===== src/motorPwm_config.svh =====
`ifndef MOTOR_PWM_CONFIG_SVH
`define MOTOR_PWM_CONFIG_SVH

// width of the PWM period length and of the period down-counter
`define PWM_LEN_W 12

// width of the position accumulators, the pulse counter and lostPos
`define POS_W 16

// width of the step window length and of the window cycle counter
`define STEP_CNT_W 25

// number of commutation step indices walked by the sequencer
`define STEP_COUNT 12

// width of the step index, wide enough to hold STEP_COUNT - 1
`define STEP_W 4

// shortest pulse the MOSFET drivers can follow, in clock cycles
// requests below this are merged into a later period
`define PWM_MIN_PULSE 256

`endif


===== src/motorPwmPkg.sv =====
package motorPwmPkg;

    // decision taken at the last cycle of each PWM period
    //   loadNow  : the pending high time is long enough and is emitted as a pulse
    //   minLimit : the pending high time is still too short and is carried on
    //   noActive : the sequencer is stopped and nothing is emitted
    typedef enum logic [1:0] {
        loadNow  = 2'd0,
        minLimit = 2'd1,
        noActive = 2'd2
    } skipReason_t;

    // the step sequencer either waits for enable or walks the step windows
    typedef enum logic {
        seqIdle = 1'b0,
        seqRun  = 1'b1
    } seqState_t;

endpackage


===== src/stepBusIf.sv =====
`timescale 1ns/1ps

`include "motorPwm_config.svh"

// step timing shared between the sequencer and the phase generator
interface stepBusIf;

    // current commutation step index
    logic [`STEP_W-1:0] step;

    // one-cycle strobes at the first and the last cycle of a step window
    logic               winFirst;
    logic               winLast;

    // high while the sequencer is running
    logic               active;

    modport source (
        output step,
        output winFirst,
        output winLast,
        output active
    );

    modport sink (
        input  step,
        input  winFirst,
        input  winLast,
        input  active
    );

endinterface


===== src/stepSequencer.sv =====
`timescale 1ns/1ps

`include "motorPwm_config.svh"

module stepSequencer
    import motorPwmPkg::*;
(
    input  logic                   clk,
    input  logic                   reset,
    input  logic                   enable,
    input  logic [`STEP_CNT_W-1:0] stepCycles,
    stepBusIf.source               bus
);

    seqState_t              state;
    logic [`STEP_CNT_W-1:0] winCnt;
    logic [`STEP_W-1:0]     stepIdx;
    logic                   running;
    logic                   cntLast;
    logic                   stepWrap;

    assign running = (state == seqRun);

    // the window counter runs from 0 up to stepCycles - 1
    assign cntLast = (winCnt == stepCycles - 1'b1);

    assign stepWrap = (stepIdx == `STEP_W'(`STEP_COUNT - 1));

    always_ff @(posedge clk) begin
        if (reset) begin
            state <= seqIdle;
        end else begin
            case (state)
                seqIdle: begin
                    if (enable) begin
                        state <= seqRun;
                    end
                end
                seqRun: begin
                    if (!enable) begin
                        state <= seqIdle;
                    end
                end
                default: begin
                    state <= seqIdle;
                end
            endcase
        end
    end

    // held at zero while idle so the first running cycle is a window start
    always_ff @(posedge clk) begin
        if (reset || !running) begin
            winCnt <= '0;
        end else if (cntLast) begin
            winCnt <= '0;
        end else begin
            winCnt <= winCnt + 1'b1;
        end
    end

    // every start from idle begins at step 0; the index keeps its value while stopped
    always_ff @(posedge clk) begin
        if (reset) begin
            stepIdx <= '0;
        end else if (!running) begin
            if (enable) begin
                stepIdx <= '0;
            end
        end else if (cntLast) begin
            if (stepWrap) begin
                stepIdx <= '0;
            end else begin
                stepIdx <= stepIdx + 1'b1;
            end
        end
    end

    assign bus.active   = running;
    assign bus.step     = stepIdx;
    assign bus.winFirst = running && (winCnt == '0);
    assign bus.winLast  = running && cntLast;

endmodule


===== src/pwmPhaseGenerator.sv =====
`timescale 1ns/1ps

`include "motorPwm_config.svh"

module pwmPhaseGenerator
    import motorPwmPkg::*;
(
    input  logic                  clk,
    input  logic                  reset,
    stepBusIf.sink                bus,
    input  logic [`PWM_LEN_W-1:0] pwmLenWant,
    input  logic [`POS_W-1:0]     pwmLenPos,
    output logic                  pwm,
    output logic                  highSide,
    output logic [`POS_W-1:0]     lostPos
);

    logic [`PWM_LEN_W-1:0] pwmCnt;
    logic                  periodEnd;

    logic [`POS_W-1:0]     posRemain;
    logic [`POS_W-1:0]     posSum;
    skipReason_t           skip;

    logic [`POS_W-1:0]     pulseCnt;

    logic [`POS_W-1:0]     posWant;
    logic [`POS_W-1:0]     posReal;
    logic [`POS_W-1:0]     posDiff;

    // the window start is itself a period boundary, so only later counter
    // expiries inside the window count as period ends
    assign periodEnd = bus.active && !bus.winFirst && (pwmCnt == `PWM_LEN_W'(1));

    always_ff @(posedge clk) begin
        if (reset || !bus.active || bus.winFirst) begin
            pwmCnt <= pwmLenWant;
        end else if (pwmCnt == `PWM_LEN_W'(1)) begin
            pwmCnt <= pwmLenWant;
        end else begin
            pwmCnt <= pwmCnt - 1'b1;
        end
    end

    // posRemain holds the high time requested but not yet emitted,
    // including the request of the period now running
    assign posSum = posRemain + pwmLenPos;

    always_comb begin
        if (!bus.active) begin
            skip = noActive;
        end else if (posRemain < `POS_W'(`PWM_MIN_PULSE)) begin
            skip = minLimit;
        end else begin
            skip = loadNow;
        end
    end

    always_ff @(posedge clk) begin
        if (reset || !bus.active) begin
            posRemain <= '0;
        end else if (bus.winFirst) begin
            posRemain <= pwmLenPos;
        end else if (periodEnd) begin
            if (skip == loadNow) begin
                posRemain <= pwmLenPos;
            end else begin
                posRemain <= posSum;
            end
        end
    end

    // a pulse never crosses into the next window
    always_ff @(posedge clk) begin
        if (reset || !bus.active || bus.winLast) begin
            pulseCnt <= '0;
        end else if (periodEnd && (skip == loadNow)) begin
            pulseCnt <= posRemain;
        end else if (pulseCnt != '0) begin
            pulseCnt <= pulseCnt - 1'b1;
        end
    end

    assign pwm = (pulseCnt != '0);

    // wanted high cycles of the current window, one request per period
    always_ff @(posedge clk) begin
        if (reset || !bus.active) begin
            posWant <= '0;
        end else if (bus.winFirst) begin
            posWant <= pwmLenPos;
        end else if (periodEnd) begin
            posWant <= posWant + pwmLenPos;
        end
    end

    // delivered high cycles of the current window
    // pwm is always low at winFirst because winLast cleared the pulse
    always_ff @(posedge clk) begin
        if (reset || !bus.active || bus.winFirst) begin
            posReal <= '0;
        end else if (pwm) begin
            posReal <= posReal + 1'b1;
        end
    end

    // in the winFirst cycle both accumulators still hold the previous window
    assign posDiff = posWant - posReal;

    always_ff @(posedge clk) begin
        if (reset) begin
            lostPos <= '0;
        end else if (bus.winFirst) begin
            if (posDiff[`POS_W-1]) begin
                lostPos <= -posDiff;
            end else begin
                lostPos <= posDiff;
            end
        end
    end

    // steps in the first half of the sequence drive the high side
    assign highSide = (bus.step < `STEP_W'(`STEP_COUNT / 2));

endmodule


===== src/motorPwmTop.sv =====
`timescale 1ns/1ps

`include "motorPwm_config.svh"

module motorPwmTop (
    input  logic                   clk,
    input  logic                   reset,
    input  logic                   enable,
    input  logic [`STEP_CNT_W-1:0] stepCycles,
    input  logic [`PWM_LEN_W-1:0]  pwmLenWant,
    input  logic [`POS_W-1:0]      pwmLenPos,
    output logic                   pwm,
    output logic                   highSide,
    output logic [`POS_W-1:0]      lostPos,
    output logic [`STEP_W-1:0]     step
);

    // step strobes from the sequencer to the phase generator
    stepBusIf stepBus ();

    stepSequencer sequencer (
        .clk        (clk),
        .reset      (reset),
        .enable     (enable),
        .stepCycles (stepCycles),
        .bus        (stepBus.source)
    );

    pwmPhaseGenerator phaseGen (
        .clk        (clk),
        .reset      (reset),
        .bus        (stepBus.sink),
        .pwmLenWant (pwmLenWant),
        .pwmLenPos  (pwmLenPos),
        .pwm        (pwm),
        .highSide   (highSide),
        .lostPos    (lostPos)
    );

    // the current step index is also made visible at the pins
    assign step = stepBus.step;

endmodule


===== config.mk =====
export PLATFORM = sky130hd
export DESIGN_NAME = motorPwmTop
export DESIGN_NICKNAME = d
export VERILOG_FILES = /design/src/motorPwmPkg.sv /design/src/stepBusIf.sv /design/src/stepSequencer.sv /design/src/pwmPhaseGenerator.sv /design/src/motorPwmTop.sv
export VERILOG_INCLUDE_DIRS = /design/src /design/src/src
export SDC_FILE = /design/constraint.sdc
export NUM_CORES = 1
export LEC_CHECK = 0
export BUFFER_PORTS_ARGS = -buffer_cell sky130_fd_sc_hd__buf_2
export CAP_MARGIN = 25
export CELL_PAD_IN_SITES_DETAIL_PLACEMENT = 0
export CELL_PAD_IN_SITES_GLOBAL_PLACEMENT = 1
export CORE_MARGIN = 5
export CORE_UTILIZATION = 41
export DETAILED_ROUTE_END_ITERATION = 16
export GPL_TIMING_DRIVEN = 0
export PLACE_DENSITY_LB_ADDON = 0.2
export SLEW_MARGIN = 20
export SYNTH_ARGS = -nofsm -noshare
export SYNTH_HDL_FRONTEND = slang
export SYNTH_SLANG_ARGS = --single-unit

===== constraint.sdc =====
create_clock -name clk -period 3 [get_ports clk]
set_input_delay 0.15 -clock clk [delete_from_list [all_inputs] [get_ports clk]]
set_output_delay 0.15 -clock clk [all_outputs]
set_load 0.005 [all_outputs]

-- Word-level counts from Yosys, hierarchy flattened
Index checks and enable logic that the tools add are counted.
- register bits after elaboration: 122
- bits of input ports: 56
- output and inout port bits: 22
- logic and storage cells: 60
- add/sub/neg operators: 10
- order comparisons: 2
- equality and inequality tests: 4
- multiplexer cells: 17
- reduce and logical (&&, ||, !) cells: 18
- operators by type and width (kind ; count):
    $mux 16 ; 8
    $add 16x16->16 ; 2
    $add 25x1->25 const B ; 1
    $eq 25x25->1 ; 1
    $logic_not 25->1 ; 1
    $sub 25x1->25 const B ; 1
    $mux 12 ; 2
    $add 16x1->16 const B ; 1
    $lt 16x9->1 const B ; 1
    $mux 4 ; 4
    $neg 16->16 ; 1
    $reduce_bool 16->1 ; 1
    $sub 16x1->16 const B ; 1
    $sub 16x16->16 ; 1
    $eq 12x1->1 const B ; 1
    $sub 12x1->12 const B ; 1
    $reduce_bool 2->1 ; 3
    $logic_and 1x1->1 ; 5
    $add 4x1->4 const B ; 1
    $eq 4x4->1 const B ; 1
    $lt 4x3->1 const B ; 1
    $logic_or 1x1->1 ; 3
    $logic_not 1->1 ; 2
    $logic_not 2->1 ; 1
    5 further kinds ; 6

-- Logic depth before layout (Yosys ltp)
Gate-level depths: netlist of run 1.
- word-level depth: 7
- mapped depth: 13
- gate-level depth less buffers: 13

-- Cells and area by module
A second synthesis of run 1 with hierarchy kept.
- cells, all modules: 1161
- area total of the unflattened synthesis: 9086.2 sq um
- by module, submodules not included (module ; times used ; cells an instance ; area an instance (sq um) ; sequential area each (sq um)):
    pwmPhaseGenerator ; 1 ; 864 ; 6767.7 ; 1841.8
    stepSequencer ; 1 ; 297 ; 2318.5 ; 600.6

-- Least setup slack after synthesis of run 1
Ideal clock, no wire load.
- kind: register to register
- start point: reg phaseGen.posReal[0]
- end point: reg phaseGen.lostPos[14]
- setup time: 86 ps
- data arrival time: 3081 ps
- required time: 2914 ps
- slack: -166 ps
- stages on the path, launching flop included: 13
- buffers on the path: 0
- period minus slack after synthesis: 3166 ps
- cell sequence: dfxtp_1 -> ha_1 -> inv_1 -> fa_1 -> a21o_1 -> a221oi_1 -> xnor2_1 -> a2111oi_1 -> nand4_1 -> nor4_1 -> a31oi_1 -> xnor2_1 -> a211oi_1
- longest elaborated chain between the ends: 3
- ends and longest elaborated chain (element ; line ; RTL):
    start, declared ; pwmPhaseGenerator.sv:28 ; logic [`POS_W-1:0] posReal;
    start signal, assigned ; pwmPhaseGenerator.sv:103 ; posReal <= posReal + 1'b1;
    $sub 16x16->16 (*) ; pwmPhaseGenerator.sv:108 ; assign posDiff = posWant - posReal;
    $neg 16->16 ; pwmPhaseGenerator.sv:115 ; lostPos <= -posDiff;
    $mux 16 (*) ; pwmPhaseGenerator.sv:114 ; if (posDiff[`POS_W-1]) begin
    end signal, assigned ; pwmPhaseGenerator.sv:115 ;
    end signal, assigned ; pwmPhaseGenerator.sv:117 ; lostPos <= posDiff;
    end, declared ; pwmPhaseGenerator.sv:15 ; output logic [`POS_W-1:0] lostPos
Every way passes the cells marked *; elsewhere a longest branch is shown, timed or not.
A chain may end at the register's enable or synchronous reset.

-- Worst setup path after layout of run 1
- start point: reg phaseGen.posWant[0]
- end point: reg phaseGen.lostPos[14]
- longest elaborated chain between the ends: 3
- ends and longest elaborated chain (element ; line ; RTL):
    start, declared ; pwmPhaseGenerator.sv:27 ; logic [`POS_W-1:0] posWant;
    start signal, assigned ; pwmPhaseGenerator.sv:91 ; posWant <= pwmLenPos;
    start signal, assigned ; pwmPhaseGenerator.sv:93 ; posWant <= posWant + pwmLenPos;
    $sub 16x16->16 (*) ; pwmPhaseGenerator.sv:108 ;
    $neg 16->16 ; pwmPhaseGenerator.sv:115 ;
    $mux 16 (*) ; pwmPhaseGenerator.sv:114 ;
Marks and branches as above.

==> results by group, run 1 <==
Synth
  • Number of synthesized flops with an enable pin: 0
  • Synth area leader: dfxtp_1
  • Register area share after synthesis: roughly 28%
  • Synth unique cells: 72
  • Post-Syn Area: a little under 0.009 mm²
  • Synthesized net count: between 1000 and 1500
  • Synth Register Bits: about 120
  • Avg Inst Size Synth: around 7.8 µm²
  • Post-Syn Instances: roughly 1100
  • Synth async-reset ratio: 0%
  • Warnings from Yosys: 0
  • Ys flop type: dfxtp_1
  • Top-area cell type share of the netlist area: 28.1%
  • Synth top area cells: dfxtp_1 (28%), xnor2_1 (8.2%), ha_1 (7.8%)

Routing
  • DR vias/cell: between 5 and 6
  • Met2 WL post-DR: about 12000 µm
  • Drt drc: 0
  • Routed wl met3: about 750 µm
  • Average wire per standard cell: 16.3 µm
  • Met1 Routed Length: roughly 12000 µm
  • Routed Antenna Nets: 0
  • Uppermost layer routed: met4
  • Initial drt markers: between 300 and 400
  • Drt total wl: around 25000 µm
  • First-pass DRT Iterations: 5
  • Vias: roughly 8200

GRT
  • Antenna violations before repair: 0
  • Grt total ovfl: 0
  • Global-route wire length before repair: a little over 40000 µm
  • Total GRT Usage: between 20% and 30%
  • Pin count of the biggest net entering global routing: 17
  • Vias in the first global route: 7886

Timing
  • Min Tclk post-route: 3030 ps
  • Final hold vios: 0
  • Slew Limit Headroom: between 50% and 60%
  • Final Max Slew Viols: 0
  • Hold Slack: roughly 95 ps
  • Clk_skew: ~8.7 ps
  • RSZ-0062 raised after global routing: yes
  • Tcrit/Tclk final: 101%
  • Achievable Freq: around 330 MHz
  • Final WS setup: -27.2 ps
  • Final setup vio count: 1
  • Slew @ Worst Pin: 720 ps

Clock tree
  • CTS buffer count: 17
  • Clock sinks: approximately 120
  • Level count of the clock H-tree: 4
  • CTS Buffer Depth: 2
  • CTS tree: built
  • Root buf cell: clkbuf_16
  • CTS clk-pin slew, worst paths: 60 ps
  • Clk_lat worst skew: 420 ps

Outcome
  • Status: finished, violations left
  • Failing checks: setup timing

Critical path
  • Delay of the slowest critical-path stage: around 360 ps
  • Setup Crit Path Kind: flop to flop
  • Critical path capture point type: flop
  • CP most frequent cell: inv_2
  • R2R cell count: 14
  • Critical path cell sequence: inv_2, ha_4, inv_2, fa_2, a21o_1, a221oi_4, xnor2_2, a2111oi_4, buf_4, nand4_1, nor4_2, a31oi_1, xnor2_1, a211oi_1
  • Critical path data arrival time: approximately 3400 ps
  • Worst Path Required: around 3300 ps
  • Largest fanout on the critical path: 3
  • Crit-path slowest cell: fa_2
  • Worst Setup Start Kind: flop

Pwr
  • Peak supply drop: roughly 0.42 mV
  • P_leak: 4.22 nW
  • Pwr Density: 605 mW/mm²

Final layout
  • Post-layout util: 50.7%
  • Final std cells w/o fill: 1530
  • Ant. Diodes: 0
  • Fillers: 2158
  • Fraction of layout instances using a drive strength above 1: approximately 17%
  • # nets final: 1355
  • Area Growth Syn to Fin: 22.1%

Placed design
  • Routability cong.: about 0.82
  • IO buf count: 74
  • Final HPWL DP: about 19000 µm
  • Post-Place Cells: 1467

Min path
  • Hold crit path type: input pin to flop
  • Hold Path Depth: 3

Job
  • Max-cap violations: 0

Floorplan
  • IO Pins: 78
  • Core ar.: 0.0210 mm²
  • Row count: 53
  • Die area: between 0.02 and 0.025 mm²
  • Chip height: around 160 µm
  • Die width: between 150 and 200 µm
  • Initial Util: approximately 42%
-- flip-flops by register name (all words and copies together) (netlist names) --
name                  count
sequencer.winCnt         25
phaseGen.lostPos         16
phaseGen.posReal         16
phaseGen.posRemain       16
phaseGen.posWant         16
phaseGen.pulseCnt        16
phaseGen.pwmCnt          12
sequencer.bus.step        4
sequencer.bus.active      1
-- report_power, final --
| group | leakage [nW] | internal [W] | switching [W] | total, W |
|---|---|---|---|---|
| Combinational | 2.93 | 0.00103 | 0.00137 | 0.00240 |
| Sequential | 0.994 | 0.00173 | 0.0000963 | 0.00182 |
| Clock | 0.302 | 0.00135 | 0.000849 | 0.00220 |
| Total | 4.22 | 0.00411 | 0.00232 | 0.00642 |
-- through the flow --
stage | total power, W | worst slack (ps) | TNS (ps) | instance area [µm²]
finish | 0.00642 | -27.2 | -27.2 | 10600
floorplan | 0.00347 | 1.48 | 0 | 8700
global route | 0.00781 | -228 | -609 | 10600
CTS | 0.00636 | -61.9 | -83.0 | 10400
global placement | 0.00400 | -670 | -39780 | 9420
detailed placement | 0.00405 | -673 | -36520 | 9430
-- kinds of logic after synthesis --
logic type,synth area share [%]
AO/OA/AOI/OAI,19.1
XOR/XNOR,12.9
adder cells (fa/ha/maj),8.46
buffers and inverters,4.06
flip-flops,28.1
multiplexers,1.27
AND/OR/NAND/NOR,26.1
-- worst max-delay path: cells and delay by family (launching register included) --
kind | cells | cell delay [ps]
AO/OA/AOI/OAI | 5 | 1080
XOR/XNOR | 2 | 280
adder cells (fa/ha/maj) | 2 | 490
buffers and inverters | 3 | 280
flip-flops | 1 | 330
AND/OR/NAND/NOR | 2 | 500
-- Yosys cell counts, drive strengths merged (10+ instances only) --
master and n:
dfxtp 122, nand4 17, a21o 18, or3 18, a21oi 64, xnor2 81, o21ai 54, ha 54
a22oi 18, mux2i 11, a31oi 10, nor2 138, clkbuf 36, nand3 42, nand2b 13, nor3 48
a211oi 28, inv 48, and3 14, nor2b 16, nand2 92, nor4 18, xor2 47
-- layout make-up --
cell class	count	area [µm²]	share of cell area, %
Timing Repair Buffer	109	663	6.24
Inverter	48	180	1.70
Clock buffer	18	439	4.13
Multi-Input combinational cell	904	6170	58.1
Buffer	40	193	1.81
Tap cell	275	344	3.24
Clock inverter	14	185	1.74
Sequential cell	122	2450	23.1
-- final timing paths --
kind | slack [ps] | endpoint | startpoint
min reg2reg | 460 | phaseGen.lostPos[15] | phaseGen.lostPos[15]
max reg2reg | -30 | phaseGen.lostPos[14] | phaseGen.posWant[0]
min | 90 | phaseGen.posWant[1] | pwmLenPos[1]
max | -30 | phaseGen.lostPos[14] | phaseGen.posWant[0]
-- layout by cell type, fill, tap and decap left out, drive strengths merged, types with 14 or more instances in the layout --
cell    synthesis  routed
nor2          138     138
dfxtp         122     122
buf             7     102
nand2          92      92
xnor2          81      81
a21oi          64      64
o21ai          54      54
ha             54      54
inv            48      53
clkbuf         36      52
nor3           48      48
xor2           47      47
nand3          42      42
a211oi         28      28
or3            18      18
a21o           18      18
a22oi          18      18
nor4           18      18
nand4          17      17
nor2b          16      16
and3           14      14
-- timing repair --
item | in CTS | in global routing
gates cloned | 1 | 0
pin swaps | 17 | 21
resized for setup | 34 | 51
hold buffers | 13 | 0
buffers inserted | 8 | 12
endpoints found under the setup margin | 89 | 79
hold endpoints to repair | 13 | 0
-- per-layer routing --
layer | vias up | GRT usage (%)
li1 | 4244 | -
met1 | 3805 | 27.4
met2 | 131 | 34.1
met3 | 30 | 2.94
met4 | 0 | 6.04
met5 | - | 0
(Power assumes the default switching activity.)
==> run 2: changes to the inputs <==
--- a/config.mk
+++ b/config.mk
@@ -14,6 +14,8 @@
 export CORE_UTILIZATION = 41
 export DETAILED_ROUTE_END_ITERATION = 16
 export GPL_TIMING_DRIVEN = 0
+export HOLD_SLACK_MARGIN = 0.02
+export MAX_ROUTING_LAYER = met4
 export PLACE_DENSITY_LB_ADDON = 0.2
 export SLEW_MARGIN = 20
 export SYNTH_ARGS = -nofsm -noshare
==> run 2 against run 1 <==
- cell count unchanged
- sequential share of layout area unchanged
- wire length about the same
- first-iteration DRC count down 9.6%
- critical path depth unchanged
- clock-buffer cell count unchanged
- largest power group unchanged
- global-route usage up 0.60 points
- the flow still finishes with violations (setup timing)
- hold slack worse by 2.6 ps
- die area unchanged
- non-clock buffer count unchanged
- highest routed layer unchanged
==> results by group, run 2 (same netlist as run 1, synthesis figures left out) <==
Min path
  • Worst Hold Path EP: phaseGen.posWant[1]
  • Hold Path Depth: 3
  • Hold_sp: pwmLenPos[1]
  • Hold crit path type: input pin to flop

Floorplan
  • Core ar.: 0.0210 mm²
  • Die area: between 0.02 and 0.025 mm²
  • Row count: 53
  • Die width: between 150 and 200 µm
  • Chip height: between 150 and 200 µm
  • Initial Util: approximately 42%
  • IO Pins: just under 80

Clock tree
  • CTS buffer count: 17
  • Root buf cell: clkbuf_16
  • Level count of the clock H-tree: 4
  • CTS tree: built
  • CTS Buffer Depth: 2
  • Clock sinks: roughly 120
  • Clk_lat worst skew: approximately 420 ps
  • CTS clk-pin slew, worst paths: 60 ps

Timing
  • Clk_skew: between 8 and 9 ps
  • Final Max Slew Viols: 0
  • Final setup vio count: 2
  • Achievable Freq: 329 MHz
  • RSZ-0062 raised after global routing: yes
  • Final hold vios: 0
  • Tcrit/Tclk final: 101%
  • Final WS setup: -35.6 ps
  • Slew @ Worst Pin: roughly 700 ps
  • Min Tclk post-route: between 3000 and 4000 ps
  • Slew Limit Headroom: 53.6%

Routing
  • Vias: a little over 8000
  • Initial drt markers: between 300 and 400
  • DR vias/cell: 5.39
  • Average wire per standard cell: around 16 µm
  • First-pass DRT Iterations: 5
  • Drt total wl: 24900 µm
  • Drt drc: 0
  • Routed Antenna Nets: 0

Final layout
  • Sequential Area: around 0.0024 mm²
  • Area Growth Syn to Fin: 22.1%
  • Commonest non-fill, non-tap cells in the layout: nor2_1 (137), dfxtp_1 (116), nand2_1 (91)
  • Final instance area: about 0.011 mm²
  • Number of flip-flops in the largest register: 25
  • Post-layout util: between 50% and 60%
  • Most flops, register: sequencer.winCnt
  • Ant. Diodes: 0
  • Multi-input gate area: just over 0.006 mm²
  • Fillers: 2158
  • # nets final: 1355
  • Most common cell after layout, fill and taps aside: nor2_1
  • Fraction of layout instances using a drive strength above 1: between 10% and 20%

Outcome
  • Status: finished, violations left
  • Failing checks: setup timing

Critical path
  • Crit-path slowest cell: fa_2
  • R2R cell count: 14
  • Largest fanout on the critical path: 3
  • Critical Path Start: phaseGen.posWant[0]
  • Reg2reg end: phaseGen.lostPos[14]
  • Critical path cell sequence: inv_2, ha_4, inv_2, fa_2, a21o_1, a221oi_4, xnor2_2, a2111oi_4, buf_4, nand4_1, nor4_2, a31oi_1, xnor2_1, a211oi_1
  • Critical path capture point type: flop
  • Reg2reg start: phaseGen.posWant[0]
  • Critical path data arrival time: 3370 ps
  • Setup Crit Path Kind: flop to flop
  • Delay of the slowest critical-path stage: 360 ps
  • CP most frequent cell: inv_2
  • CP top delay family: compound AO/OA/AOI/OAI gates
  • Worst Path Required: about 3300 ps
  • Worst Setup Start Kind: flop
  • Reg2reg setup slack: -40 ps
  • Bufs and invs on worst path: 3

GRT
  • Total GRT Usage: roughly a fifth
  • Vias in the first global route: 7885
  • Grt total ovfl: 0
  • Antenna violations before repair: 0
  • Global-route wire length before repair: roughly 41000 µm
  • Pin count of the biggest net entering global routing: 17

Pwr
  • Power Total: approximately 0.0064 W
  • P_leak: ~4.2 nW
  • Peak supply drop: roughly 0.42 mV
  • Pwr Density: just over 600 mW/mm²

Placed design
  • IO buf count: 74
  • Placed instance area: 0.00943 mm²
  • Final HPWL DP: 18800 µm
  • Routability cong.: ~0.84

Job
  • Max-cap violations: 0
==> run 2: cell counts in the layout (fill, tap and decap cells not counted) <==
Identical to the previous run, type by type.
==> run 2: worst register-to-register path, stage by stage (launching register included) <==
cell and delay [ps]:
dfxtp_2 330, inv_2 70, ha_4 130, inv_2 30
fa_2 360, a21o_1 220, a221oi_4 310, xnor2_2 130
a2111oi_4 220, buf_4 180, nand4_1 160, nor4_2 340
a31oi_1 140, xnor2_1 150, a211oi_1 190
==> run 2: area by class of cell <==
| type | instances | area share [%] |
|---|---|---|
| flip-flops and latches | 122 | 23.1 |
| multi-input cells | 904 | 58.1 |
| clock inverters | 14 | 1.74 |
| clock buffers | 18 | 4.13 |
| repair buffers | 109 | 6.24 |
| well taps | 275 | 3.24 |
| inverters | 48 | 1.70 |
| plain buffers | 40 | 1.81 |
==> run 2: per-stage QoR <==
| step | worst slack (ps) | hold slack [ps] | setup TNS [ps] | instances |
|---|---|---|---|---|
| floorplan | 1.48 | 259 | 0 | 1117 |
| global placement | -670 | 348 | -39780 | 1466 |
| detailed placement | -673 | 350 | -36520 | 1467 |
| CTS | -61.9 | 81.3 | -83.0 | 1519 |
| global route | -228 | 116 | -611 | 1530 |
| finish | -35.6 | 92.2 | -41.8 | 1530 |
==> run 2: metal layers <==
metal,track usage [%],vias up,part of all wire (%),wire [µm]
met1,27.4,3827,48,11800
li1,-,4244,-,-
met4,6.04,0,1.8,454
met2,34.1,142,47,11700
met5,-,-,0,0
met3,2.91,30,3.5,863
==> run 2: how the worst max path moves through the flow <==
stage	to	slack [ps]	depth (start not counted)
6_report	phaseGen.lostPos[14]	-40	14
5_1_grt	phaseGen.lostPos[14]	-230	14
4_1_cts	phaseGen.lostPos[14]	-60	12
3_5_place_dp	phaseGen.posRemain[1]	-670	10
3_3_place_gp	phaseGen.posRemain[1]	-670	10
2_1_floorplan	phaseGen.lostPos[14]	1	12
==> run 2: what timing repair did <==
| item | 4_1_cts | 5_1_grt |
|---|---|---|
| gates resized for setup | 34 | 51 |
| gates cloned | 1 | 0 |
| hold endpoints to repair | 13 | 0 |
| hold buffers | 13 | 0 |
| endpoints found under the setup margin | 89 | 79 |
| pin swaps | 17 | 21 |
| buffers inserted | 8 | 12 |
==> run 2: power breakdown <==
part / internal, W / total (W) / switching [W]
logic: 0.00103 / 0.00240 / 0.00137
registers: 0.00173 / 0.00182 / 0.0000965
clock network: 0.00135 / 0.00220 / 0.000851
total: 0.00411 / 0.00642 / 0.00232
==> run 3: changes to the inputs <==
--- a/config.mk
+++ b/config.mk
@@ -6,12 +6,13 @@
 export SDC_FILE = /design/constraint.sdc
 export NUM_CORES = 1
 export LEC_CHECK = 0
+export ABC_AREA = 1
 export BUFFER_PORTS_ARGS = -buffer_cell sky130_fd_sc_hd__buf_2
 export CAP_MARGIN = 25
 export CELL_PAD_IN_SITES_DETAIL_PLACEMENT = 0
 export CELL_PAD_IN_SITES_GLOBAL_PLACEMENT = 1
 export CORE_MARGIN = 5
-export CORE_UTILIZATION = 41
+export CORE_UTILIZATION = 39
 export DETAILED_ROUTE_END_ITERATION = 16
 export GPL_TIMING_DRIVEN = 0
 export HOLD_SLACK_MARGIN = 0.02
==> run 3 against run 2 <==
- the flow now finishes without violations
- hold slack worse by 51 ps
- clock skew about the same
- setup slack better by 300 ps
- sequential cell count stayed put
- area after synthesis grew 7.7%
- critical path type unchanged
- critical endpoint unchanged
- largest cell class unchanged
==> results by group, run 3 <==
Routing
  • Initial drt markers: about 500
  • Drt drc: 0
  • DR vias/cell: between 5 and 6
  • First-pass DRT Iterations: 5
  • Drt total wl: 27100 µm
  • Average wire per standard cell: approximately 14 µm
  • Routed Antenna Nets: 0
  • Vias: ~9400

Placed design
  • Post-Place Cells: between 1500 and 2000
  • IO buf count: a little under 80
  • Final HPWL DP: between 20000 and 25000 µm
  • Routability cong.: 0.850

Timing
  • Slew Limit Headroom: between 50 and 60%
  • Slew @ Worst Pin: roughly 650 ps
  • Min Tclk post-route: around 2700 ps
  • Clk_skew: roughly 8.6 ps
  • Final Max Slew Viols: 0
  • RSZ-0062 raised after global routing: no
  • Achievable Freq: ~370 MHz
  • Tcrit/Tclk final: 91.2%
  • Final hold vios: 0
  • Final setup vio count: 0

Floorplan
  • Die area: 0.0272 mm²
  • Chip height: 165 µm
  • Row count: between 50 and 60
  • Initial Util: 39.8%
  • Core ar.: approximately 0.024 mm²
  • IO Pins: roughly 80
  • Die width: between 150 and 200 µm

Final layout
  • Post-layout util: around 46%
  • Most common cell after layout, fill and taps aside: nand2_1
  • Multi-input gate area: roughly 0.006 mm²
  • Ant. Diodes: 0
  • Most flops, register: sequencer.winCnt
  • Sequential Area: 0.00244 mm²
  • Fillers: about 2600
  • Final std cells w/o fill: 1877
  • Commonest non-fill, non-tap cells in the layout: nand2_1 (316), nor2_1 (179), inv_1 (172)
  • # nets final: about 1700
  • Area Growth Syn to Fin: 16.5%
  • Number of flip-flops in the largest register: 25
  • Fraction of layout instances using a drive strength above 1: between 10% and 20%

Critical path
  • Critical Path Start: phaseGen.posReal[0]
  • R2R cell count: 17
  • Critical path cell sequence: ha_1, inv_1, fa_1, nand2_1, nand2_1, nand3b_1, nand2_1, xnor2_1, nand3_1, nor2_1, nand3_1, nand2_1, nand2_1, nand2_1, nand3_1, nand2_1, inv_1
  • Worst Setup Start Kind: flop
  • Delay of the slowest critical-path stage: approximately 420 ps
  • Largest fanout on the critical path: 4
  • Crit-path slowest cell: fa_1
  • Worst Path Required: roughly 3300 ps
  • Reg2reg setup slack: 260 ps
  • CP most frequent cell: nand2_1
  • CP Depth: 17
  • Critical path data arrival time: around 3000 ps
  • CP top delay family: simple AND/OR/NAND/NOR gates
  • Reg2reg start: phaseGen.posReal[0]
  • Critical path capture point type: flop
  • Setup Crit Path Kind: flop to flop
  • Bufs and invs on worst path: 2
  • Worst setup endpoint: phaseGen.lostPos[14]
  • Reg2reg end: phaseGen.lostPos[14]

Clock tree
  • Clk_lat worst skew: about 420 ps
  • Root buf cell: clkbuf_16
  • CTS clk-pin slew, worst paths: about 50 ps
  • Level count of the clock H-tree: 4
  • CTS tree: built
  • CTS buffer count: 17
  • Clock sinks: 122
  • CTS Buffer Depth: 2

Synth
  • Synth unique cells: 53
  • Synth area leader: dfxtp_1
  • Warnings from Yosys: 0
  • Register area share after synthesis: between 20% and 30%
  • Top-area cell type share of the netlist area: between 20% and 30%
  • Synth top area cells: dfxtp_1 (26%), nand2_1 (13%), ha_1 (7.2%)
  • Synthesized net count: approximately 1500
  • Post-Syn Instances: around 1400
  • Post-Syn Area: 0.00937 mm²
  • Synth async-reset ratio: 0%
  • Most numerous cell in the Yosys netlist: nand2_1
  • Number of synthesized flops with an enable pin: 0
  • Avg Inst Size Synth: around 6.5 µm²
  • Commonest cells post-synth: nand2_1 (317), nor2_1 (179), inv_1 (173)
  • Ys flop type: dfxtp_1
  • Synth Register Bits: roughly 120

GRT
  • Global-route wire length before repair: approximately 44000 µm
  • Total GRT Usage: slightly above 20%
  • Grt total ovfl: 0
  • Pin count of the biggest net entering global routing: 17
  • Antenna violations before repair: 0
  • Vias in the first global route: 8900

Min path
  • Hold Path Depth: 4
  • Hold crit path type: input pin to flop

Pwr
  • P_leak: 5.12 nW
  • Pwr Density: roughly 540 mW/mm²
  • Peak supply drop: 0.414 mV
  • Power Total: between 0.005 and 0.006 W

Outcome
  • Status: complete, no violations

Job
  • Max-cap violations: 0
## run 3: kinds of logic after synthesis
kind of cell	synth area share [%]
DFF	26.1
adders and majority gates	7.85
buffers and inverters	8.72
AOI/OAI and AO/OA	14.7
xor gates and xnor gates	7.29
muxes	0.935
and+or+nand+nor	34.5
## run 3: what timing repair did
action	in CTS	in global routing
gates resized for setup	1	4
buffers inserted	0	2
pin swaps	0	1
hold buffers	13	0
endpoints found under the setup margin	1	12
endpoints found under the hold margin	13	0
## run 3: tightest hold or removal path, stage by stage
cell and delay (ps):
buf_2 130, nor2_1 50, o21ai_0 60, inv_1 40
## run 3: area by class of cell
| type | count | share of cell area [%] |
|---|---|---|
| inverters | 181 | 6.22 |
| clock inverters | 11 | 1.32 |
| plain buffers | 25 | 1.28 |
| clock buffers | 21 | 4.31 |
| well taps | 319 | 3.65 |
| multi-input cells | 1106 | 56.0 |
| flip-flops and latches | 122 | 22.4 |
| repair buffers | 92 | 4.86 |
## run 3: worst min-delay path by stage
stage	start	to	slack, ps
finish	reset	phaseGen.lostPos[3]	40
global route	pwmLenPos[13]	phaseGen.posRemain[13]	60
CTS	reset	phaseGen.lostPos[3]	30
detailed placement	pwmLenWant[10]	phaseGen.pwmCnt[10]	360
global placement	pwmLenWant[9]	phaseGen.pwmCnt[9]	360
floorplan	enable	sequencer.bus.active	260
## run 3: stage by stage
step / setup WS [ps] / hold WS [ps] / area [µm²] / TNS [ps]
after floorplan: 754 / 257 / 9370 / 0
after global placement: -42.4 / 358 / 10200 / -42.4
after detailed placement: -28.0 / 363 / 10200 / -28.0
after CTS: 3.66 / 30.5 / 10900 / 0
after global routing: 43.9 / 55.5 / 10900 / 0
final: 263 / 40.9 / 10900 / 0
## run 3: power breakdown
part           leakage [nW]  switching (W)  internal (W)  total [W]
sequential            0.992      0.0000704       0.00171    0.00178
combinational          3.84        0.00129      0.000697    0.00199
clock                 0.291       0.000782       0.00137    0.00215
## run 3: metal layers
metal / GRT usage, % / vias to the layer above / routed length, µm
met5: - / - / 0
met4: 5.41 / 0 / 442
met3: 3.17 / 25 / 992
met2: 34.7 / 157 / 12800
met1: 26.3 / 4240 / 12900
li1: - / 4965 / -
